`src/icache_pkg.sv`:
```
/*
 * Fixed geometry: 16 lines of 32 words, 20 bit tag from address bits 26:7.
 * Address bits 31:27 take no part in the tag, so such addresses alias.
 */
package icache_pkg;

    //----------------------------------------------------------------------
    // Geometry
    //----------------------------------------------------------------------
    localparam int ADDR_W     = 32;            // CPU and Wishbone byte address
    localparam int DATA_W     = 32;
    localparam int LINES      = 16;            // Cache lines
    localparam int LINE_WORDS = 32;            // Words per line
    localparam int TAG_L      = 7;             // Tag field low bit
    localparam int TAG_H      = 26;            // Tag field high bit
    localparam int TAG_W      = TAG_H - TAG_L + 1;
    localparam int WORD_W     = 5;             // Word in line
    localparam int INDEX_W    = 4;             // Line index
    localparam int RAM_AW     = INDEX_W + WORD_W; // {index, word}

    // Request width, same code points as the CPU fetch port
    typedef enum logic [1:0] {
        WIDTH_BYTE = 2'b00,
        WIDTH_HALF = 2'b01,
        WIDTH_WORD = 2'b10
    } width_e;

    // Controller FSM
    typedef enum logic [2:0] {
        IDLE        = 3'd0,
        TAG_COMPARE = 3'd1,
        REFILL_WAIT = 3'd2,
        RAM_READ    = 3'd3,
        RESPOND     = 3'd4
    } ctrl_state_e;

    //----------------------------------------------------------------------
    // Bundles
    //----------------------------------------------------------------------
    typedef struct packed {
        logic [ADDR_W-1:0] addr;  // Byte address
        width_e            width;
    } cpu_req_t;

    // Wishbone classic master side, we is always low so not carried
    typedef struct packed {
        logic              cyc;
        logic              stb;
        logic [ADDR_W-1:0] adr;
    } wb_req_t;

    typedef struct packed {
        logic              we;
        logic [RAM_AW-1:0] addr;
        logic [DATA_W-1:0] data;
    } ram_wr_t;

endpackage

```
`src/icache_tag_fifo.sv`:
```
/*
 * Tag store for 16 lines, filled and overwritten in FIFO order.
 * Compare is combinational; a write is visible after the next edge.
 */
`timescale 1ns/10ps

module icache_tag_fifo import icache_pkg::*; (
    input  logic               mclk,
    input  logic               rst_n,
    input  logic [TAG_W-1:0]   lookup_tag_i,
    output logic               hit_o,
    output logic [INDEX_W-1:0] hit_index_o,
    input  logic               tag_wr_i,    // One cycle pulse from refill
    input  logic [TAG_W-1:0]   tag_wdata_i,
    output logic [INDEX_W-1:0] wr_index_o   // Line that the next refill fills
);

    logic [TAG_W-1:0]   tag_mem [LINES];
    logic [LINES-1:0]   valid_q;
    logic [INDEX_W-1:0] wr_ptr_q;

    assign wr_index_o = wr_ptr_q;

    //----------------------------------------------------------------------
    // Fill side
    //----------------------------------------------------------------------
    always_ff @(posedge mclk or negedge rst_n) begin
        if (!rst_n) begin
            valid_q  <= '0;
            wr_ptr_q <= '0;
        end else if (tag_wr_i) begin
            valid_q[wr_ptr_q] <= 1'b1;
            wr_ptr_q          <= wr_ptr_q + 1'b1; // Wraps at 16, oldest goes first
        end
    end

    // Tag goes into the slot at the write pointer
    always_ff @(posedge mclk) begin
        if (tag_wr_i) begin
            tag_mem[wr_ptr_q] <= tag_wdata_i;
        end
    end

    //----------------------------------------------------------------------
    // Parallel compare
    //----------------------------------------------------------------------
    // A tag is only refilled on a miss, so at most one entry matches
    always_comb begin
        hit_o       = 1'b0;
        hit_index_o = '0;
        for (int i = 0; i < LINES; i++) begin
            if (valid_q[i] && (tag_mem[i] == lookup_tag_i)) begin
                hit_o       = 1'b1;
                hit_index_o = INDEX_W'(i);
            end
        end
    end

endmodule

```
`config.mk`:
```
export PLATFORM = sky130hd
export DESIGN_NAME = icache_tag_fifo
export DESIGN_NICKNAME = d
export VERILOG_FILES = /design/src/icache_pkg.sv /design/src/icache_tag_fifo.sv
export SDC_FILE = /design/constraint.sdc
export NUM_CORES = 1
export LEC_CHECK = 0
export BUFFER_PORTS_ARGS = -buffer_cell sky130_fd_sc_hd__buf_2
export CAP_MARGIN = 40
export CORE_MARGIN = 3
export CORE_UTILIZATION = 50
export DETAILED_ROUTE_END_ITERATION = 6
export PLACE_DENSITY = 0.75
export SYNTH_ARGS = -nofsm -noshare
export SYNTH_HDL_FRONTEND = slang
export SYNTH_SLANG_ARGS = --single-unit
```
`constraint.sdc`:
```
create_clock -name mclk -period 3.7 [get_ports mclk]
set_clock_uncertainty 0.15 [all_clocks]
set_input_delay 0.37 -clock mclk [delete_from_list [all_inputs] [get_ports mclk]]
set_output_delay 0.37 -clock mclk [all_outputs]
set_load 0.01 [all_outputs]
```
==> results.json <==
{
  "insertion_delay_ns": 0.49,
  "rows": 61,
  "synth_edf_count": 320,
  "peakVddDrop_v": 0.0002954,
  "r2r_slack_ns": 1.50,
  "grt_setup_unrepaired": "false",
  "grt_max_degree": 22,
  "critical_path_arrival_ns": 2.99,
  "slew_headroom_pct": 51.24,
  "synth_nets": 943,
  "clkTransAtPathRegs_ns": 0.07,
  "drt_iter0_markers": 1002,
  "cp_slowest_cell": "nor4_1",
  "cts-root-buf": "clkbuf_16",
  "startpoint_type": "register",
  "powerDensity_nw_per_um2": 591.6,
  "synth_area_um2": 14430,
  "drt_wl_total_um": 37680,
  "initial_core_util_pct": 51.37,
  "r2r_end": "tag_mem[0][12]",
  "dpl.hpwl_um": 23270,
  "firstDrtPassIters": 5,
  "grt_pass1_wl_um": 54810,
  "num_io_pins": 52,
  "yosys.area.top_type_share_pct": 66.60,
  "yosys.area.top_type": "edfxtp_1",
  "synth.area.top_cells": "edfxtp_1 (67%), xnor2_1 (15%), xor2_1 (4.2%), dfrtp_1 (3.5%), nand4_1 (2.8%)",
  "drive_gt1_share_pct": 18.01,
  "power_leakage_nw": 5.284,
  "core_area_um2": 28090,
  "synth_ff_type": "edfxtp_1",
  "cpPeakStageDelay_ns": 0.48,
  "async_flop_share_pct": 5.882,
  "outcome": "completed",
  "worst_slew_pin_slew_ns": 0.7247,
  "vias": 7954,
  "whs_ns": 0.02232,
  "avgRoutedWirePerCell_um": 27.03,
  "finalHoldViolations": 0,
  "cts_inserted_buffers": 35,
  "io_buffers": 51,
  "finalSetupViolCount": 0,
  "tns_ns": 0,
  "period_minus_slack_ns": 3.507,
  "track_usage_pct": 24.73,
  "antenna_found_initial": 2,
  "holdPathEnd": "wr_index_o[0]",
  "die_y_um": 175.9,
  "cts_tree": "built",
  "cts_setup_buffers": 0,
  "cp_num_cells": 10,
  "cts_resized": 0,
  "diodes": 0,
  "rr_worst_depth": 5,
  "crit_type": "reg2out",
  "period_share_pct": 94.78,
  "critPathCaptureType": "output pin",
  "numClockSinks": 340,
  "required_ns": 3.18,
  "die_area_um2": 30930,
  "grt_pass1_vias": 8065,
  "cp_cell_sequence": "xor2_1 > nor4_1 > nand3_1 > nor4_2 > a41oi_1 > nor2_1 > o21ai_1 > a21o_1 > nand3_1 > buf_2",
  "hold_path.startpoint": "tag_wr_i",
  "synthCells": 896,
  "antenna_left": 0,
  "yosys_warnings": 0,
  "ys_seq_area_share_pct": 70.07,
  "area_growth_pct": 14.08,
  "htreeDepth": 2,
  "slew_viol_final": 0,
  "path_delay_family": "simple AND/OR/NAND/NOR gates",
  "vias_per_cell": 5.706,
  "r2r_start": "wr_index_o[0]",
  "avgSynthCellArea_um2": 16.10,
  "ys_types": 31,
  "hold_path_class": "in2reg",
  "cpMostUsedCell": "nand3_1",
  "crit_buf_inv": 1,
  "cp_max_fo": 2,
  "drv_cap": 0,
  "hold_depth": 2,
  "drcViolationCount": 0,
  "fmax_ghz": 0.2852,
  "fin_nets": 1038,
  "synth-seq-cells": 340,
  "die_width_um": 175.9,
  "overflow": 0,
  "clock_path_buffers": 3,
  "gp_congestion": 0.8677
}
[flip-flops by register name, indices dropped and copies added (netlist names)]
| signal | cells |
|---|---|
| valid_q | 16 |
| wr_index_o | 4 |
| tag_mem | 320 |
[power by group]
| part | switching [mW] | leakage [nW] | total, mW | internal, mW |
|---|---|---|---|---|
| sequential | 0.208 | 3.10 | 4.89 | 4.68 |
| clock | 1.41 | 0.576 | 3.66 | 2.25 |
| combinational | 0.728 | 1.60 | 1.19 | 0.462 |
| total | 2.35 | 5.28 | 9.74 | 7.39 |
[stage by stage]
stage / setup slack [ns] / std cells / utilization (%) / power [mW] / instance area [um^2]
global route: 0.01434 / 1394 / 58.61 / 10.05 / 16460
global placement: 0.1734 / 1326 / 54.09 / 6.084 / 15190
detailed placement: 0.1571 / 1331 / 54.36 / 6.145 / 15270
finish: 0.1932 / 1394 / 58.61 / 9.738 / 16460
CTS: 0.1515 / 1394 / 58.61 / 9.775 / 16460
floorplan: 0.9171 / 896 / - / 5.670 / 14430
[placed cells by master, fill, tap and decap left out, types with 12 or more instances in the layout]
cell type	count
edfxtp_1	320
dfrtp_1	20
clkbuf_16	35
nor2_2	12
nand4_1	65
xnor2_1	254
buf_2	51
clkbuf_1	13
nand3_1	19
xor2_1	69
buf_4	43
nor4_1	30
or2_2	16
[Yosys cell counts, types with 4 or more instances]
cell type / count
dfrtp_1: 20
nor4_1: 30
buf_2: 14
nor2_1: 15
nand2_1: 11
nand2b_1: 6
edfxtp_1: 320
nand3_1: 19
buf_6: 19
ha_1: 4
xnor2_1: 254
or2_2: 16
xor2_1: 69
buf_4: 7
inv_1: 4
nand4_1: 65
[routing by layer]
layer,GRT usage (%),part of all wire [%],vias up
met5,0,0.035,-
met4,7.984,2.6,2
met3,4.821,10,79
met2,39.95,48,467
met1,34.10,39,3976
li1,-,-,3430
[cell type report]
type / count / area [um^2]
Multi-Input combinational cell: 509 / 3996
Clock buffer: 52 / 979.7
Inverter: 4 / 15.01
Sequential cell: 340 / 10110
Timing Repair Buffer: 101 / 683.2
Tap cell: 378 / 473.0
Clock inverter: 10 / 203.9
Fill cell: 2160 / 11630
[timing repair]
| action | CTS | global route |
|---|---|---|
| endpoints found under the hold margin | 20 | 0 |
| hold buffers | 1 | 0 |
| endpoints found under the setup margin | 0 | 0 |
[worst max-delay path by stage]
stage	startpoint	end
CTS	lookup_tag_i[13]	hit_o
global route	tag_mem[2][18]	hit_index_o[0]
global placement	lookup_tag_i[13]	hit_o
floorplan	tag_wr_i	tag_mem[3][0]
detailed placement	lookup_tag_i[13]	hit_o
finish	tag_mem[2][18]	hit_index_o[1]
[kinds of logic (layout without fill, tap and decap cells)]
logic type               after synthesis  count (layout)  share of synthesized area [%]
AND/OR/NAND/NOR                      172             172                          7.007
AO/OA/AOI/OAI                         10              10                         0.4596
XOR/XNOR                             323             323                          19.61
buffers and inverters                 47             167                          2.515
adder cells (fa/ha/maj)                4               4                         0.3469
flip-flops                           340             340                          70.07
(Power assumes the default switching activity.)
