$ cat config.mk
export PLATFORM = sky130hd
export DESIGN_NAME = icache_ctrl
export DESIGN_NICKNAME = d
export VERILOG_FILES = /design/src/icache_pkg.sv /design/src/icache_ctrl.sv
export SDC_FILE = /design/constraint.sdc
export NUM_CORES = 1
export LEC_CHECK = 0
export ABC_AREA = 1
export BUFFER_PORTS_ARGS = -buffer_cell sky130_fd_sc_hd__clkbuf_2
export CAP_MARGIN = 30
export CELL_PAD_IN_SITES_DETAIL_PLACEMENT = 0
export CELL_PAD_IN_SITES_GLOBAL_PLACEMENT = 2
export CORE_MARGIN = 1
export CORE_UTILIZATION = 28
export CTS_BUF_LIST = sky130_fd_sc_hd__clkbuf_4 sky130_fd_sc_hd__clkbuf_8
export CTS_CLUSTER_SIZE = 8
export DETAILED_ROUTE_END_ITERATION = 16
export GPL_TIMING_DRIVEN = 0
export PLACE_DENSITY_LB_ADDON = 0.1
export SYNTH_ARGS = -nofsm -noshare
export SYNTH_HDL_FRONTEND = slang
export SYNTH_SLANG_ARGS = --single-unit
$ cat constraint.sdc
create_clock -name mclk -period 3.95 [get_ports mclk]
set_input_delay 0.79 -clock mclk [delete_from_list [all_inputs] [get_ports mclk]]
set_output_delay 0.79 -clock mclk [all_outputs]
set_load 0.02 [all_outputs]
$ cat src/icache_pkg.sv
/*
 * Fixed geometry: 16 lines of 32 words, 20 bit tag from address bits 26:7.
 * Address bits 31:27 take no part in the tag, so such addresses alias.
 */
package icache_pkg;

    //----------------------------------------------------------------------
    // Geometry
    //----------------------------------------------------------------------
    localparam int ADDR_W     = 32;            // CPU and Wishbone byte address
    localparam int DATA_W     = 32;
    localparam int LINES      = 16;            // Cache lines
    localparam int LINE_WORDS = 32;            // Words per line
    localparam int TAG_L      = 7;             // Tag field low bit
    localparam int TAG_H      = 26;            // Tag field high bit
    localparam int TAG_W      = TAG_H - TAG_L + 1;
    localparam int WORD_W     = 5;             // Word in line
    localparam int INDEX_W    = 4;             // Line index
    localparam int RAM_AW     = INDEX_W + WORD_W; // {index, word}

    // Request width, same code points as the CPU fetch port
    typedef enum logic [1:0] {
        WIDTH_BYTE = 2'b00,
        WIDTH_HALF = 2'b01,
        WIDTH_WORD = 2'b10
    } width_e;

    // Controller FSM
    typedef enum logic [2:0] {
        IDLE        = 3'd0,
        TAG_COMPARE = 3'd1,
        REFILL_WAIT = 3'd2,
        RAM_READ    = 3'd3,
        RESPOND     = 3'd4
    } ctrl_state_e;

    //----------------------------------------------------------------------
    // Bundles
    //----------------------------------------------------------------------
    typedef struct packed {
        logic [ADDR_W-1:0] addr;  // Byte address
        width_e            width;
    } cpu_req_t;

    // Wishbone classic master side, we is always low so not carried
    typedef struct packed {
        logic              cyc;
        logic              stb;
        logic [ADDR_W-1:0] adr;
    } wb_req_t;

    typedef struct packed {
        logic              we;
        logic [RAM_AW-1:0] addr;
        logic [DATA_W-1:0] data;
    } ram_wr_t;

endpackage

$ cat src/icache_ctrl.sv
/*
 * CPU side controller, one outstanding read at a time.
 * Hit response comes 3 cycles after ack; a miss refills the line first.
 */
`timescale 1ns/10ps

module icache_ctrl import icache_pkg::*; (
    input  logic               mclk,
    input  logic               rst_n,
    input  logic               cpu_valid_i,
    input  cpu_req_t           cpu_req_i,
    output logic               cpu_ack_o,      // Request accepted, one cycle
    output logic               cpu_resp_o,     // Read data valid, one cycle
    output logic [DATA_W-1:0]  cpu_rdata_o,
    output logic [TAG_W-1:0]   lookup_tag_o,
    input  logic               hit_i,
    input  logic [INDEX_W-1:0] hit_index_i,
    output logic               refill_start_o,
    output logic [ADDR_W-1:0]  refill_addr_o,
    input  logic               refill_done_i,
    output logic [RAM_AW-1:0]  ram_raddr_o,
    input  logic [DATA_W-1:0]  ram_rdata_i
);

    ctrl_state_e state_q;
    cpu_req_t    req_q;    // Latched request

    // Pick the addressed lane and zero extend
    function automatic logic [DATA_W-1:0] align_rdata(
        input width_e            width,
        input logic [1:0]        addr_lo,
        input logic [DATA_W-1:0] word
    );
        logic [DATA_W-1:0] res;
        res = '0;
        case (width)
            WIDTH_BYTE: res[7:0]  = word[8*addr_lo +: 8];
            WIDTH_HALF: res[15:0] = word[16*addr_lo[1] +: 16];
            default:    res       = word;
        endcase
        return res;
    endfunction

    assign lookup_tag_o  = req_q.addr[TAG_H:TAG_L];
    assign refill_addr_o = {req_q.addr[ADDR_W-1:TAG_L], {TAG_L{1'b0}}}; // Line base

    //----------------------------------------------------------------------
    // FSM and handshake pulses
    //----------------------------------------------------------------------
    always_ff @(posedge mclk or negedge rst_n) begin
        if (!rst_n) begin
            state_q        <= IDLE;
            cpu_ack_o      <= 1'b0;
            cpu_resp_o     <= 1'b0;
            refill_start_o <= 1'b0;
        end else begin
            cpu_ack_o      <= 1'b0;
            cpu_resp_o     <= 1'b0;
            refill_start_o <= 1'b0;
            case (state_q)
                IDLE: begin
                    if (cpu_valid_i) begin
                        cpu_ack_o <= 1'b1;
                        state_q   <= TAG_COMPARE;
                    end
                end
                TAG_COMPARE: begin
                    if (hit_i) begin
                        state_q <= RAM_READ;
                    end else begin
                        refill_start_o <= 1'b1;   // Fetch the whole line
                        state_q        <= REFILL_WAIT;
                    end
                end
                REFILL_WAIT: begin
                    if (refill_done_i) begin
                        state_q <= TAG_COMPARE;   // Tag is valid at this edge
                    end
                end
                RAM_READ: state_q <= RESPOND;     // RAM read in flight
                RESPOND: begin
                    cpu_resp_o <= 1'b1;
                    state_q    <= IDLE;
                end
                default: state_q <= IDLE;
            endcase
        end
    end

    //----------------------------------------------------------------------
    // Datapath registers
    //----------------------------------------------------------------------
    always_ff @(posedge mclk) begin
        if (state_q == IDLE && cpu_valid_i) begin
            req_q <= cpu_req_i;
        end
        if (state_q == TAG_COMPARE && hit_i) begin
            ram_raddr_o <= {hit_index_i, req_q.addr[WORD_W+1:2]};
        end
        if (state_q == RESPOND) begin
            cpu_rdata_o <= align_rdata(req_q.width, req_q.addr[1:0], ram_rdata_i);
        end
    end

endmodule

==> impl_metrics.csv <==
group,metric,value,unit
outcome,status,"completed",
cells_and_area,layout_commonest_cell,"clkbuf_2",
run,cap_violations,0,
drt,drt_pass1_iterations,4,
grt,overflow,0,
floorplan,die_area,12900,µm²
clock_tree,cts-hold-fix-buffers,0,
clock_tree,path_clk_slew,80,ps
cells_and_area,multi_input_area,524,µm²
clock_tree,cts_setup_buffers,0,
floorplan,die_height,113,µm
timing,fin_crit,1870,ps
clock_tree,numCtsBuffers,9,
min_path,min_path_type,"in2async",
critical_path,crit_arrival,1080,ps
timing,slew_violations,0,
power,p_per_area,560,nW/µm²
clock_tree,clock-sinks,81,
drt,drt-initial-drc-count,115,
clock_tree,clkLatencyLatePin,370,ps
placed_design,gp_congestion,0.700,
grt,met2_usage,21.5,%
drt,vias,2525,
clock_tree,max-clock-path-buffers,2,
drt,routed_wl,8380,µm
floorplan,rows,40,
cells_and_area,layout.cells.non_filler,650,
timing,timing.fmax,535,MHz
critical_path,crit_buf_inv,2,
logic_synthesis,yosys_warnings,0,
power,irDropWorstVdd,0.000229,V
cells_and_area,nNetsFinal,552,
cells_and_area,regArea,2400,µm²
floorplan,initial_core_util,28.8,%
critical_path,critical_path.cell_chain,"buf_4 > clkbuf_2",
logic_synthesis,synth_area_per_cell,11.8,µm²
critical_path,critPathRequiredTime,3160,ps
clock_tree,ctsResizeCount,0,
timing,final.setup.tns,0,ps
floorplan,die_w,113,µm
grt,use_met1,16.6,%
timing,setup_viol,0,
cells_and_area,fillers,1211,
cells_and_area,layout_common_cells,"clkbuf_2 (163), edfxtp_1 (75), nand2_1 (68)",
critical_path,timing.reg2reg.setup_slack,2170,ps
timing,worst_slew_pin_slew,852,ps
logic_synthesis,synth_seq_cells,81,
drt,viasPerCell,3.88,
grt,grt_use_total,13.8,%
logic_synthesis,netlist-cell-type-count,15,
placed_design,portBuffers,163,
grt,grt_pass1_vias,2352,
critical_path,worst_setup_path_end_kind,"output port",
floorplan,core,12100,µm²
grt,grt_pass1_wl,13000,µm
cells_and_area,final_area,4770,µm²
critical_path,cpMaxStageDelayCell,"edfxtp_1",
critical_path,setup.worst_path.class,"reg2out",
grt,grt_antenna_before_repair,0,
critical_path,critPathMaxStageDelay,400,ps
clock_tree,h-tree-depth,3,
drt,wl_per_cell,12.9,µm
clock_tree,cts_root_buf,"clkbuf_8",
timing,finalCritPeriodShare,47.4,%
cells_and_area,num_antenna_cells,0,
grt,grt_max_degree,36,
placed_design,dpl.hpwl,6380,µm
critical_path,cp_max_fo,2,
logic_synthesis,netlist_area,3480,µm²
cells_and_area,drive_gt1_share,51.0,%
floorplan,pin_count,171,
power,finalPower,0.00267,W
cells_and_area,syn_to_final_growth,37.1,%
drt,ant_nets,0,
timing,rsz0062_at_grt,"no",
timing,max-slew-margin-rel,43.2,%
placed_design,dp.cells,634,
critical_path,crit_family,"flip-flops",
grt,busiest_layer,"met2",
logic_synthesis,synth_cells,294,
drt,drc,0,
timing,hold_viol,0,
critical_path,cp-start-kind,"register",
clock_tree,cts_tree,"built",
power,leakage,2.34,nW
timing,fin_skew,8.92,ps
logic_synthesis,yosysSeqAreaShare,69.0,%
grt,grtUsageMet3,5.90,%
placed_design,placedInstanceArea,4570,µm²
## registers in the layout, summed over array words and instances (netlist names)
signal          flops
cpu_ack_o           1
cpu_rdata_o        32
cpu_resp_o          1
lookup_tag_o       20
ram_raddr_o         9
refill_addr_o       5
refill_start_o      1
req_q               9
state_q             3
## synthesized netlist by cell type
master    number  area, µm²
inv_1         39        146
nand2_1       68        255
nor3_1         1       5.00
dfrtp_1        6        150
buf_4         56        420
nor2_1         3       11.3
nand3_1       11       55.1
and3_1         1       6.26
a21oi_2        1       8.76
o21ai_0       25        125
conb_1         1       3.75
edfxtp_1      75       2250
buf_2          3       15.0
nor2_2         2       12.5
nand4_1        2       12.5
## report_power, final
part           switching, W  total (W)  internal, W
Clock              0.000322   0.000632     0.000310
Combinational      0.000518   0.000824     0.000306
Sequential        0.0000604    0.00121      0.00115
Total              0.000901    0.00267      0.00177
## logic make-up (layout without fill, tap and decap cells)
| logic type | after synthesis | after routing | synth area share, % |
|---|---|---|---|
| other | 1 | 7 | 0.108 |
| AND/OR/NAND/NOR | 88 | 88 | 10.3 |
| flip-flops | 81 | 81 | 69.0 |
| AO/OA/AOI/OAI | 26 | 26 | 3.85 |
| buffers and inverters | 98 | 280 | 16.7 |
## path summary, 6_finish.rpt
check                                           end  cells past startpoint                 startpoint
max                                 lookup_tag_o[5]                      2  lookup_tag_o[5]$_DFFE_PP_
min                          state_q[2]$_DFFE_PN0P_                      1                      rst_n
max reg2reg                      req_q[1]$_DFFE_PP_                      2     state_q[0]$_DFFE_PN0P_
min reg2reg                ram_raddr_o[1]$_DFFE_PP_                      0         req_q[5]$_DFFE_PP_
max in group asynchronous       cpu_ack_o$_DFF_PN0_                      1                      rst_n
min in group mclk          ram_raddr_o[1]$_DFFE_PP_                      0         req_q[5]$_DFFE_PP_
## per-stage QoR
| step | setup slack (ps) | hold WS (ps) | utilization [%] |
|---|---|---|---|
| 2_1_floorplan | 792 | 400 | - |
| 3_3_place_gp | -742 | 401 | 37.5 |
| 5_1_grt | 2000 | 215 | 39.6 |
| 6_report | 2080 | 236 | 39.6 |
| 4_1_cts | 2040 | 215 | 39.6 |
| 3_5_place_dp | 1850 | 407 | 37.9 |
## final cells by class
type	instances	share of cell area (%)
sequential	81	50.3
timing repair buffer	166	17.8
multi-input combinational	121	11.0
buffer	59	9.12
tap	168	4.40
inverter	39	3.07
clock buffer	10	2.88
clock inverter	6	1.39
## metal layers
| metal | vias up | wire length, µm | part of all wire [%] |
|---|---|---|---|
| met1 | 1134 | 3630 | 43 |
| met5 | - | 0 | 0 |
| met2 | 109 | 3850 | 46 |
| li1 | 1268 | - | - |
| met4 | 0 | 174 | 2.1 |
| met3 | 14 | 726 | 8.7 |
Power figures use the tool's default switching activity.
