<file path="src/icache_pkg.sv">
/*
 * Fixed geometry: 16 lines of 32 words, 20 bit tag from address bits 26:7.
 * Address bits 31:27 take no part in the tag, so such addresses alias.
 */
package icache_pkg;

    //----------------------------------------------------------------------
    // Geometry
    //----------------------------------------------------------------------
    localparam int ADDR_W     = 32;            // CPU and Wishbone byte address
    localparam int DATA_W     = 32;
    localparam int LINES      = 16;            // Cache lines
    localparam int LINE_WORDS = 32;            // Words per line
    localparam int TAG_L      = 7;             // Tag field low bit
    localparam int TAG_H      = 26;            // Tag field high bit
    localparam int TAG_W      = TAG_H - TAG_L + 1;
    localparam int WORD_W     = 5;             // Word in line
    localparam int INDEX_W    = 4;             // Line index
    localparam int RAM_AW     = INDEX_W + WORD_W; // {index, word}

    // Request width, same code points as the CPU fetch port
    typedef enum logic [1:0] {
        WIDTH_BYTE = 2'b00,
        WIDTH_HALF = 2'b01,
        WIDTH_WORD = 2'b10
    } width_e;

    // Controller FSM
    typedef enum logic [2:0] {
        IDLE        = 3'd0,
        TAG_COMPARE = 3'd1,
        REFILL_WAIT = 3'd2,
        RAM_READ    = 3'd3,
        RESPOND     = 3'd4
    } ctrl_state_e;

    //----------------------------------------------------------------------
    // Bundles
    //----------------------------------------------------------------------
    typedef struct packed {
        logic [ADDR_W-1:0] addr;  // Byte address
        width_e            width;
    } cpu_req_t;

    // Wishbone classic master side, we is always low so not carried
    typedef struct packed {
        logic              cyc;
        logic              stb;
        logic [ADDR_W-1:0] adr;
    } wb_req_t;

    typedef struct packed {
        logic              we;
        logic [RAM_AW-1:0] addr;
        logic [DATA_W-1:0] data;
    } ram_wr_t;

endpackage

</file>
<file path="src/icache_refill.sv">
/*
 * Line refill over Wishbone classic, 32 single reads with one idle stb cycle
 * between beats and cyc held for the whole line. No error handling, a beat
 * waits for ack indefinitely.
 */
`timescale 1ns/10ps

module icache_refill import icache_pkg::*; (
    input  logic               mclk,
    input  logic               rst_n,
    input  logic               start_i,       // Pulse, ignored while busy
    input  logic [ADDR_W-1:0]  line_addr_i,   // Bits 6:0 are don't care
    input  logic [INDEX_W-1:0] line_index_i,  // FIFO slot to fill
    output wb_req_t            wb_o,
    input  logic [DATA_W-1:0]  wb_dat_i,
    input  logic               wb_ack_i,
    output ram_wr_t            ram_wr_o,
    output logic               tag_wr_o,
    output logic [TAG_W-1:0]   tag_wdata_o,
    output logic               done_o         // Same cycle as tag_wr_o
);

    logic [ADDR_W-1:TAG_L] base_q;   // Line base, word bits implied
    logic [INDEX_W-1:0]    index_q;
    logic [WORD_W-1:0]     cnt_q;    // Current beat

    assign tag_wdata_o = base_q[TAG_H:TAG_L];

    always_ff @(posedge mclk or negedge rst_n) begin
        if (!rst_n) begin
            wb_o     <= '0;
            ram_wr_o <= '0;
            tag_wr_o <= 1'b0;
            done_o   <= 1'b0;
            base_q   <= '0;
            index_q  <= '0;
            cnt_q    <= '0;
        end else begin
            ram_wr_o.we <= 1'b0;  // Pulses by default
            tag_wr_o    <= 1'b0;
            done_o      <= 1'b0;

            //--------------------------------------------------------------
            // Start of line, first beat at the base address
            //--------------------------------------------------------------
            if (start_i && !wb_o.cyc) begin
                base_q   <= line_addr_i[ADDR_W-1:TAG_L];
                index_q  <= line_index_i;
                cnt_q    <= '0;
                wb_o.cyc <= 1'b1;
                wb_o.stb <= 1'b1;
                wb_o.adr <= {line_addr_i[ADDR_W-1:TAG_L], {TAG_L{1'b0}}};
            end else if (wb_o.stb && wb_ack_i) begin
                // Beat ends, data taken at this edge
                wb_o.stb      <= 1'b0;
                ram_wr_o.we   <= 1'b1;
                ram_wr_o.addr <= {index_q, cnt_q};
                ram_wr_o.data <= wb_dat_i;
                if (cnt_q == WORD_W'(LINE_WORDS - 1)) begin
                    wb_o.cyc <= 1'b0;     // Line complete
                    tag_wr_o <= 1'b1;
                    done_o   <= 1'b1;
                end else begin
                    cnt_q <= cnt_q + 1'b1;
                end
            end else if (wb_o.cyc && !wb_o.stb) begin
                // Gap cycle over, next word
                wb_o.stb <= 1'b1;
                wb_o.adr <= {base_q, cnt_q, 2'b00};
            end
        end
    end

endmodule

</file>
<file path="config.mk">
export PLATFORM = sky130hd
export DESIGN_NAME = icache_refill
export DESIGN_NICKNAME = d
export VERILOG_FILES = /design/src/icache_pkg.sv /design/src/icache_refill.sv
export SDC_FILE = /design/constraint.sdc
export NUM_CORES = 1
export LEC_CHECK = 0
export BUFFER_PORTS_ARGS = -buffer_cell sky130_fd_sc_hd__buf_4
export CORE_ASPECT_RATIO = 1.1
export CORE_MARGIN = 2
export CORE_UTILIZATION = 51
export CTS_BUF_LIST = sky130_fd_sc_hd__clkbuf_8
export DETAILED_ROUTE_END_ITERATION = 8
export GPL_TIMING_DRIVEN = 0
export PLACE_DENSITY = 0.83
export SYNTH_ARGS = -nofsm -noshare
export SYNTH_HDL_FRONTEND = slang
export SYNTH_SLANG_ARGS = --single-unit
</file>
<file path="constraint.sdc">
create_clock -name mclk -period 2.15 [get_ports mclk]
set_input_delay 0.3225 -clock mclk [delete_from_list [all_inputs] [get_ports mclk]]
set_output_delay 0.3225 -clock mclk [all_outputs]
set_load 0.03 [all_outputs]
</file>
==> results of run 1 <==
[worst reg2reg max path, cell delays in order (launching register included)]
cell,delay (ns)
dfrtp_1,0.46
ha_1,0.25
and3_1,0.19
ha_1,0.21
nand3b_1,0.29
or3_1,0.40
a21oi_1,0.17
[through the flow]
stage                     instances  hold WS [ns]  area [µm²]  setup WS, ns
after floorplan                 363       0.02691        4587        0.3365
after global placement          637        0.4567        5931        0.2095
after detailed placement        637        0.4625        5931        0.1270
after CTS                       653        0.1199        6106       0.09075
after global routing            653        0.1219        6110       0.04155
final                           653       0.06840        6110        0.1070
[flip-flops by register name (all words and copies together) (netlist names)]
signal and cells:
base_q 25, cnt_q 5, done_o 1, index_q 4, ram_wr_o 42, wb_o 32
[final timing paths]
kind,endpoint,slack [ns],startpoint
max,cnt_q[3]$_DFFE_PN0P_,0.11,cnt_q[0]$_DFFE_PN0P_
min,ram_wr_o[4]$_DFFE_PN0P_,0.07,rst_n
max reg2reg,cnt_q[3]$_DFFE_PN0P_,0.11,cnt_q[0]$_DFFE_PN0P_
min reg2reg,base_q[30]$_DFFE_PN0P_,0.49,base_q[30]$_DFFE_PN0P_
max in group asynchronous,base_q[20]$_DFFE_PN0P_,1.45,rst_n
min in group mclk,index_q[3]$_DFFE_PN0P_,0.14,line_index_i[3]
[placed cells by master (no fill, tap or decap), types with 2 or more instances in the layout]
| master | netlist | final |
|---|---|---|
| conb_1 | 1 | 2 |
| a21oi_1 | 2 | 2 |
| buf_4 | 24 | 183 |
| mux2i_1 | 27 | 27 |
| inv_1 | 1 | 3 |
| nor2_1 | 6 | 6 |
| nand2_1 | 87 | 87 |
| a22o_1 | 5 | 5 |
| ha_1 | 2 | 2 |
| buf_8 | 2 | 2 |
| clkinvlp_4 | 0 | 2 |
| clkbuf_8 | 0 | 9 |
| mux2_2 | 4 | 4 |
| buf_2 | 7 | 7 |
| dfrtp_1 | 109 | 109 |
| xor2_1 | 2 | 2 |
| mux2_4 | 37 | 37 |
| o21ai_0 | 27 | 27 |
| nor2b_1 | 2 | 2 |
| clkbuf_1 | 3 | 3 |
| buf_6 | 5 | 6 |
[logic make-up after synthesis]
| family | count (synthesis) |
|---|---|
| multiplexers | 68 |
| AND/OR/NAND/NOR | 104 |
| adder cells (fa/ha/maj) | 2 |
| flip-flops | 109 |
| other | 1 |
| AO/OA/AOI/OAI | 34 |
| XOR/XNOR | 2 |
| buffers and inverters | 42 |
[cell type report]
class	instances	area (µm²)	area share (%)
clock inverter	7	51.30	0.8396
multi-input combinational	212	1543	25.25
inverter	1	3.754	0.06144
timing repair buffer	160	1205	19.72
tap	114	142.6	2.335
clock buffer	9	123.9	2.027
buffer	41	312.8	5.120
sequential	109	2728	44.64
[metal layers]
metal	wire (µm)	vias to the layer above	track usage [%]	part of all wire [%]
met2	5462	94	35.22	53
met5	0	-	0	0
met3	479	14	3.188	4.6
met1	4268	1579	26.67	41
li1	-	1521	-	-
met4	190	0	9.030	1.8
[power breakdown]
| group | internal [W] | leakage [nW] | switching (W) |
|---|---|---|---|
| registers | 0.00281 | 1.34 | 0.000515 |
| clock network | 0.000428 | 0.0904 | 0.000709 |
| logic | 0.00201 | 1.86 | 0.00245 |
==> results summary, run 1 <==
The total routing resource utilization after global routing is between 20 and 25%. For this run, the slowest stage of the critical path takes approximately 0.46 ns. The power per cell area is 1461 nW/µm².

The wire length of the first global-routing pass came out at about 15 mm. The H-tree generated during clock tree synthesis spans 3 levels. The row count came out at 36. The violation count after the first detailed-route iteration is 70. For the pin with the worst max-slew slack, the measured transition is 0.9529 ns. The total grt overflow came out at 0. For this design, the sink count on the clock tree is around 110. The synthesis-to-layout area growth came out at 33.31%. Among all flip-flop cells after synthesis, the most frequent one is dfrtp_1. Post-CTS repair changed the size of 0 cells. Data on the critical path arrives at its endpoint at roughly 2.3 ns. Summed over all cells, the static leakage comes to around 3.3 nW. The cell sitting at the root of the clock tree is a clkbuf_8. The congestion estimate from routability-driven global placement came to about 0.8.

Counting stages on the worst path, the most repeated cell is ha_1. For this run, the share of the core covered by cells in the final layout is a little over two thirds. The largest individual stage delay along the critical path comes from the cell dfrtp_1. Sorting the synthesized cells by how often they occur yields 109 x dfrtp_1, 87 x nand2_1, 37 x mux2_4. The setup path with the least slack is of type reg2reg. The number of buffers created by CTS is 9. In this run the worst path has a maximum fanout of 5. From left edge to right edge, the die measures ~94 µm. The number of vias in the routed layout is between 3000 and 4000. The average footprint of a synthesized cell is approximately 13 µm². Of the total synthesized cell area, the portion taken by XOR and XNOR cells is less than 1%. STA classifies the critical path startpoint as a flop.

Counting along the longest clock path gives a buffer depth of 2. The number of cells on the worst reg-to-reg path is 6. The post-route clock period utilization came out at 95.02%. Derived from the worst setup path, the maximum achievable clock frequency is between 400 and 500 MHz. The netlist uses 28 different library cells. After detailed routing, the number of remaining DRC violations is 0. After synthesis, flip-flops and latches occupy around 60% of the total area. The setup skew after layout is roughly 0.015 ns. The final count of hold timing violations was 0. The fraction of post-synthesis cell area in the top cell type by area is approximately 60%. The remaining antenna violation count is 0. The number of antenna diodes came out at 0.

The number of flops mapped to enable cells by yosys is 0. Summing the areas of all fa, ha and maj instances in the mapped netlist gives less than 1% of the synthesized area. The die covers around 9800 µm².

For this configuration, the core starts out at a cell density of 52.18%. STA classifies the critical path endpoint as a flop. The top-level port count is 170.

The count of hold buffers inserted by post-cts repair came out at 0. The floorplan step set the die height to a little over 100 µm. The required time reported for the critical path endpoint is 2.45 ns. In the routed layout, each cell is associated on average with a via count of 4.913.

The compound-cell area share of the yosys netlist is under 10%. The most frequent cell after synthesis is dfrtp_1. The total setup buffers inserted after CTS came out at 0.

After clock tree synthesis, the clock-pin slew on the worst setup and hold paths is 0.11 ns. Traced cell by cell, the critical path runs through ha_1 > and3_1 > ha_1 > nand3b_1 > or3_1 > a21oi_1. The core area is a little under 9000 µm². The initial antenna violation count came out at 0. The number of fill cells is 672. Counting both buffers and inverters, the worst setup path holds a total of 0. The dominant combinational cell family by area after synthesis is multiplexers. The total chip power is 0.008924 W. For the final routed database, the setup TNS stands at 0 ns. The final number of max-transition violations is 0. The tool flagged a number of max-cap violations equal to 0. The portion of synthesized area spent on multiplexers is a little under a fifth.

Setup violations remaining at the end of the flow were counted as 0. Setup repair after global routing left no endpoint under its margin. After Yosys synthesis, and, or, nand and nor cells account for roughly a tenth of the synthesized area. The top cell family by delay on the critical path is simple AND/OR/NAND/NOR gates.

In this run the cell area of the synthesized design comes to between 4000 and 5000 µm². The register bit count reported by yosys came out at 109. Cells with a size suffix above 1 make up 47.31% of the layout. The worst min-delay path category is in2async. Counting buffers and inverters, the worst setup path is 6 cells deep. For this run, the number of Yosys warnings is 0.

The total routed wirelength is ~10 mm. The first-pass iteration count of the detailed router is 4. The cell type with the highest aggregate area in the netlist is dfrtp_1. Clock latency on the worst-skew pair, taken at its later pin, is approximately 0.38 ns. The peak supply drop came out at 750.7 µV. The fraction of synthesis flops using an asynchronous set or reset pin came out at 100.0%.

By area the synthesized netlist is led by dfrtp_1 60%, mux2_4 12%, nand2_1 7.1%. The placed wire-length estimate after detailed placement came out at ~7.5 mm. Entering global routing, the biggest net connects 110 pins. The per-cell routed wire length came out at 15.93 µm. The gate count of the mapped netlist is about 360. The number of buffers inserted by port buffering came out at 160. The run finished with clean final reports. The clock period minus worst slack came out at between 2 and 2.5 ns. The relative slew slack came out at approximately 36%. The via count of the first global-routing pass came out at roughly 3100. TritonCTS built the clock tree.

The total number of nets in the final design came out at about 610.
Note: power is estimated with default switching activity, not from simulation.
==> run 2: changes to the inputs <==
- CORE_UTILIZATION: 51 -> 55
- PLACE_DENSITY: 0.83 -> 0.89
- clock period: 2.15 -> 2.4 ns (I/O delays scaled with it)
==> run 2 against run 1 <==
Effect of this change: non-clock buffer count increased by 2; register-to-register slack improved by 0.24 ns; combinational power fell by 10%; utilization up 7.8 points; critical path depth did not move; routed wire length increased by 0.35%; worst setup slack gained 0.24 ns; count of clock-buffer cells in the layout unchanged; final area is 1.2% higher; sequential power shrank 11%; critical endpoint unchanged; largest power group unchanged.
==> results summary, run 2 (synthesized netlist as in run 1, its figures left out) <==
The run finished with clean final reports. The via count of the first global-routing pass came out at roughly 3300. The final count of hold timing violations came out at 0. The synthesis-to-layout area growth came out at 34.94%. The area of the die is between 9000 and 10000 µm².

The per-cell routed wire length came out at between 15 and 20 µm. STA classifies the critical path endpoint as a flop. The initial antenna violation count is 0.

The portion of total power attributed to combinational logic is roughly half. The internal power consumption is approximately 0.0049 W. Once placement finished, the instance area stood at 5923 µm².

The pin slew with the least headroom to its limit is about 0.51 ns. The total routed wirelength came out at around 10 mm. The worst min-delay path category is in2reg. The die height came out at 99.74 µm. The wire length of the first global-routing pass is roughly 17 mm. The number of fill cells is 520. The number of vias in the routed layout is ~3300. The clock-pin slew on the worst setup and hold paths came out at roughly 0.11 ns. Post-CTS repair changed the size of 0 cells.

The clock root buffer is clkbuf_8. The power per cell area came out at between 1000 and 1500 nW/µm². The setup skew after layout is approximately 0.013 ns.

After legalization and detailed placement, the total HPWL measured around 7.5 mm. The leakage power came out at roughly 3.3 nW. The upper clock frequency limit is between 400 and 500 MHz. Setup repair after global routing left no endpoint under its margin. In this run switching power makes up between 40% and 50% of total power. The clock net in this run drives a total of 109 sinks. The global placer's final weighted congestion is a little under 0.8. The initial standard-cell utilization of the core is between 50% and 60%.

The final instance area came out at ~6200 µm². Setup violations remaining at the end of the flow were counted as 0. The worst hold slack came out at roughly 0.18 ns. Max-cap violations in this run came to 0. The type of origin of the critical path is a flop.

The first routing iteration left 170 violations. The switching component of the power is roughly 0.0033 W. The pre-CTS setup slack is 0.3719 ns. The arrival time reported for the critical path endpoint came out at ~2.3 ns. The top-level port count is 170. In this run the most critical hold path is launched from line_index_i[3].

The detailed-route DRC error count is 0. In this run the horizontal extent of the chip is ~91 µm. The start of the worst register-to-register path is cnt_q[0]$_DFFE_PN0P_.

Per report_power, the sequential group accounts for between 30 and 40% of the total. The relative slew slack came out at roughly 66%. TritonCTS built the clock tree.

The buffer levels on the longest clock path is 2. Global routing consumed, over all layers together, between 20% and 30% of the routing resources. In the final layout, the share of cells above drive strength 1 is 47.69%.

The critical path in this run is classified as reg2reg. The clock network burns 14.8% of the power. The number of buffers inserted by port buffering came out at 160. Leaving out fill and tap cells, the most frequent cell in the layout is buf_4. Entering global routing, the biggest net connects 110 pins. In the routed layout, each cell is associated on average with a via count of 5.031. The largest fanout of any net on the critical path is 5. The first-pass iteration count of the detailed router came out at 4. The final critical-path setup slack is between 0.3 and 0.4 ns. The peak supply drop came out at approximately 860 µV. The clock period minus worst slack came out at 2.052 ns. The total negative slack for setup checks is 0 ns. The largest registers in the layout are ram_wr_o (42), wb_o (32), base_q (25). For this run, the share of the core covered by cells in the final layout is just under 80%.

In the layout the commonest cells are 183 x buf_4, 109 x dfrtp_1, 87 x nand2_1, 37 x mux2_4. The number of antenna diodes is 0. The final number of max-transition violations was 0. The total number of nets in the final design came out at 610. In this run the core area contains 34 standard-cell rows. At the worst endpoint, the required time is between 2 and 3 ns.

Clock latency on the worst-skew pair, taken at its later pin, is approximately 0.36 ns. The remaining antenna violation count is 0. The register with the most flip-flops in the layout has between 40 and 50 of them.

The register containing the most flip-flops in the final layout is ram_wr_o. The region available for standard cell placement spans about 8000 µm². Tracing the worst setup path back leads to its startpoint at cnt_q[0]$_DFFE_PN0P_.

The total grt overflow is 0. After layout, the worst path uses 85.49% of the clock period. The number of buffers created by CTS is 9. The H-tree was split into 3 levels.
run 2: cell types whose count changed in the layout (fill, tap and decap cells not counted):
cell / previous run / this run
bufinv_16: 0 / 2
buf_16: 0 / 1
dlygate4sd3_1: 0 / 1
clkinv_2: 0 / 2
inv_6: 1 / 2
clkinvlp_4: 2 / 0
inv_8: 1 / 0
inv_1: 3 / 1
run 2: metal layers:
metal  part of all wire [%]  up-vias  wire [µm]  global-route usage (%)
li1                       -     1526          -                       -
met1                     41     1632       4267                   29.48
met2                     54       97       5599                   41.20
met3                    4.1       10        427                   3.788
met4                    1.4        0        142                   8.625
met5                      0        -          0                       0
run 2: critical path, cell delays in order, from the launching register on:
cell and delay [ns]:
dfrtp_1 0.46, ha_1 0.24, and3_1 0.18, ha_1 0.21
nand3b_1 0.31, or3_1 0.41, a21oi_1 0.16
run 2: final timing paths:
path / to / slack (ns) / cells past startpoint
worst max register to register: cnt_q[3]$_DFFE_PN0P_ / 0.35 / 6
max in group asynchronous: ram_wr_o[40]$_DFFE_PN0P_ / 1.38 / 3
worst min-delay path: index_q[3]$_DFFE_PN0P_ / 0.18 / 3
worst max-delay path: cnt_q[3]$_DFFE_PN0P_ / 0.35 / 6
worst min register to register: base_q[30]$_DFFE_PN0P_ / 0.48 / 2
min in group asynchronous: ram_wr_o[41]$_DFF_PN0_ / 0.33 / 2
run 2: power groups by stage:
stage	registers (W)	logic, W	clock network, W
2_1_floorplan	0.00410	0.00146	0
3_3_place_gp	0.00297	0.00393	0
3_5_place_dp	0.00300	0.00403	0
4_1_cts	0.00298	0.00404	0.00124
5_1_grt	0.00307	0.00421	0.00130
6_report	0.00297	0.00401	0.00122
run 2: repair_timing:
action	4_1_cts	5_1_grt
hold endpoints to repair	0	3
hold buffers	0	1
buffers inserted	0	0
run 2: cell type report:
class / count / area, µm² / area share, %
Clock buffer: 9 / 123.9 / 2.003
Buffer: 41 / 312.8 / 5.058
Inverter: 1 / 3.754 / 0.06069
Clock inverter: 7 / 96.34 / 1.558
Tap cell: 108 / 135.1 / 2.185
Multi-Input combinational cell: 212 / 1543 / 24.94
Sequential cell: 109 / 2728 / 44.10
Timing Repair Buffer: 162 / 1242 / 20.09
run 2: per-stage QoR:
stage                     power (W)  cells
after detailed placement   0.007026    631
after floorplan            0.005559    363
after CTS                  0.008251    647
after global routing       0.008583    649
after global placement     0.006898    631
final                      0.008206    649
==> run 3: changes to the inputs <==
- CORE_UTILIZATION: 55 -> 40
- PLACE_DENSITY: 0.89 -> 0.68
==> run 3 against run 2 <==
Effect of this change: clock power is essentially flat; die area grew 36%; critical path depth is the same; sequential cell count is the same; largest cell class unchanged; highest routed layer unchanged.
==> results summary, run 3 (synthesized netlist as in run 1, its figures left out) <==
The run finished with clean final reports. Compared with the post-synthesis result, the final layout area differs by 36.17%. The initial antenna violation count came out at 0. The core area is approximately 11000 µm². The total of max-cap violations is 0. The placed wire-length estimate after detailed placement is between 7 and 8 mm.

The routing usage on met1 is between 20 and 25%. The minimum setup slack among reg-to-reg paths came out at 0.39 ns. The number of buffers created by CTS came out at 9.

Routability-driven placement finished with a final weighted congestion of approximately 0.75. By startpoint and endpoint, the worst setup path is classified as reg2reg. The sink count of the clock tree is about 110.

The buffer levels on the longest clock path came out at 2. The final number of max-transition violations is 0. After global routing the overflow that remains totals 0. The count of nets left with antenna violations once routing finished came out at 0. The die height is 116.3 µm.

For this design the top-level I/O count stands at 170. The die is between 100 and 150 µm wide. The worst register-to-register path begins at cnt_q[0]$_DFFE_PN0P_. The wire length of the first global-routing pass is about 16 mm. Leaving out fill and tap cells, the most frequent cell in the layout is buf_4. The row count is around 40. The worst hold path belongs to the class in2reg. ram_wr_o holds more flip-flops than any other register.

The storage element area came out at approximately 2700 µm². The initial standard-cell utilization of the core is ~40%. The terminating pin of the worst hold path is index_q[0]$_DFFE_PN0P_. The first routing iteration left 85 violations. STA classifies the critical path startpoint as a flop.

The total routed wirelength is between 10 and 15 mm. The number of fill cells came out at 1007. The upper clock frequency limit came out at 496.5 MHz. Clock skew on the completed layout was measured at about 0.009 ns. The required time reported for the critical path endpoint came out at around 2.7 ns. Buffers placed on the I/O ports in this run total 160. The per-cell routed wire length is 14.70 µm. The TritonCTS clock tree is done. For this run, design rule violations remaining after detail routing come to 0. The post-route clock period utilization is roughly 84%. The peak supply drop came out at approximately 610 µV. The total setup violations reported at the end of the flow is 0.

After clock tree synthesis, the setup repair step added 0 buffers. The clock tree synthesis step divided the H-tree into 3 levels. Of all nets on the critical path, the largest fanout is 5. The final count of hold timing violations came out at 0.

The total routing resource utilization after global routing is ~16%. The met3 usage in global routing came out at around 3.7%. The via count of the first global-routing pass is 3049. The register with the most flip-flops in the layout has 42 of them. The number of vias in the routed layout came out at approximately 3200.

The arrival time reported for the critical path endpoint is around 2.3 ns. The global routing stage identified its most utilized layer as met2. The leakage power came out at between 3 and 4 nW. Cells with a size suffix above 1 make up a little under half of the layout. Entering global routing, the biggest net connects between 100 and 150 pins. Hold timing on the final database bottoms out at a slack of roughly 0.19 ns. The number of antenna diodes is 0. The power per cell area is between 1000 and 1500 nW/µm². The largest registers in the layout are ram_wr_o (42), wb_o (32), base_q (25). The clock root buffer is clkbuf_8.

The worst hold path begins at line_index_i[0]. Setup repair after global routing left no endpoint under its margin. The area taken by multi-input logic gates came out at ~1500 µm². The total chip power is a little over 0.008 W. The relative slew slack came out at ~64%. The total number of nets in the final design came out at 610. The cell depth of the worst flop-to-flop path is 6. The first-pass iteration count of the detailed router came out at 4.

After routing, the total negative slack on setup checks comes to 0 ns. Along the worst hold path, the cell count comes to 3. The pin slew with the least headroom to its limit is between 0.5 and 0.6 ns. The clock period minus worst slack came out at ~2 ns.

The fraction of met2 tracks used by global routing is 25.81%. The worst setup path is captured at a flop. In the layout the commonest cells are 183 x buf_4, 109 x dfrtp_1, 87 x nand2_1, 37 x mux2_4. The area of the die came out at 12330 µm². The clock-pin slew on the worst setup and hold paths came out at around 0.10 ns. The clock latency on the worst-skew pair is 0.37 ns. The reg-to-reg endpoint is cnt_q[3]$_DFFE_PN0P_. The via-per-instance ratio is 4.598.
-- run 3: cell types whose count changed in the layout (fill, tap and decap cells not counted) --
cell | previous run | this run
clkbuf_8 | 9 | 10
clkinvlp_4 | 0 | 1
inv_6 | 2 | 0
-- run 3: what timing repair did --
item,in CTS,in global routing
setup endpoints to repair,0,0
resized for setup,0,0
hold buffers,0,1
hold endpoints to repair,0,51
-- run 3: worst max-delay path, stage by stage, from the launching register on --
cell and delay (ns):
dfrtp_1 0.48, ha_1 0.25, and3_1 0.18, ha_1 0.21, nand3b_1 0.29, or3_1 0.40, a21oi_1 0.14
-- run 3: metrics by stage --
stage | util, % | area [µm²] | setup WS, ns | cells
final | 55.05 | 6241 | 0.3860 | 691
after global routing | 55.05 | 6241 | 0.2525 | 691
after CTS | 54.68 | 6200 | 0.3640 | 689
after detailed placement | 52.71 | 5976 | 0.4039 | 673
after global placement | 52.71 | 5976 | 0.4319 | 673
after floorplan | - | 4587 | 0.5865 | 363
-- run 3: metal layers --
layer | up-vias | part of all wire, % | wire length, µm
li1 | 1516 | - | -
met1 | 1564 | 45 | 4587
met2 | 87 | 49 | 4956
met3 | 10 | 4.6 | 463
met4 | 0 | 1.5 | 153
met5 | - | 0 | 0
-- run 3: final cells by class --
| class | count | share of cell area, % |
|---|---|---|
| Buffer | 41 | 5.012 |
| Clock buffer | 10 | 2.205 |
| Clock inverter | 6 | 1.383 |
| Inverter | 1 | 0.06014 |
| Multi-Input combinational cell | 212 | 24.72 |
| Sequential cell | 109 | 43.70 |
| Tap cell | 150 | 3.007 |
| Timing Repair Buffer | 162 | 19.91 |
-- run 3: report_power, final --
part	internal, W	total (W)	switching (W)
registers	0.00252	0.00298	0.000457
logic	0.00181	0.00397	0.00216
clock network	0.000615	0.00123	0.000617
-- run 3: worst max-delay path by stage --
stage          slack (ns)  cells after the start                  from              endpoint
2_1_floorplan        0.59                      6  cnt_q[0]$_DFFE_PN0P_  cnt_q[3]$_DFFE_PN0P_
3_3_place_gp         0.43                      6  cnt_q[0]$_DFFE_PN0P_  cnt_q[3]$_DFFE_PN0P_
3_5_place_dp         0.40                      6  cnt_q[0]$_DFFE_PN0P_  cnt_q[3]$_DFFE_PN0P_
4_1_cts              0.36                      6  cnt_q[0]$_DFFE_PN0P_  cnt_q[3]$_DFFE_PN0P_
5_1_grt              0.25                      6  cnt_q[0]$_DFFE_PN0P_  cnt_q[3]$_DFFE_PN0P_
6_report             0.39                      6  cnt_q[0]$_DFFE_PN0P_  cnt_q[3]$_DFFE_PN0P_
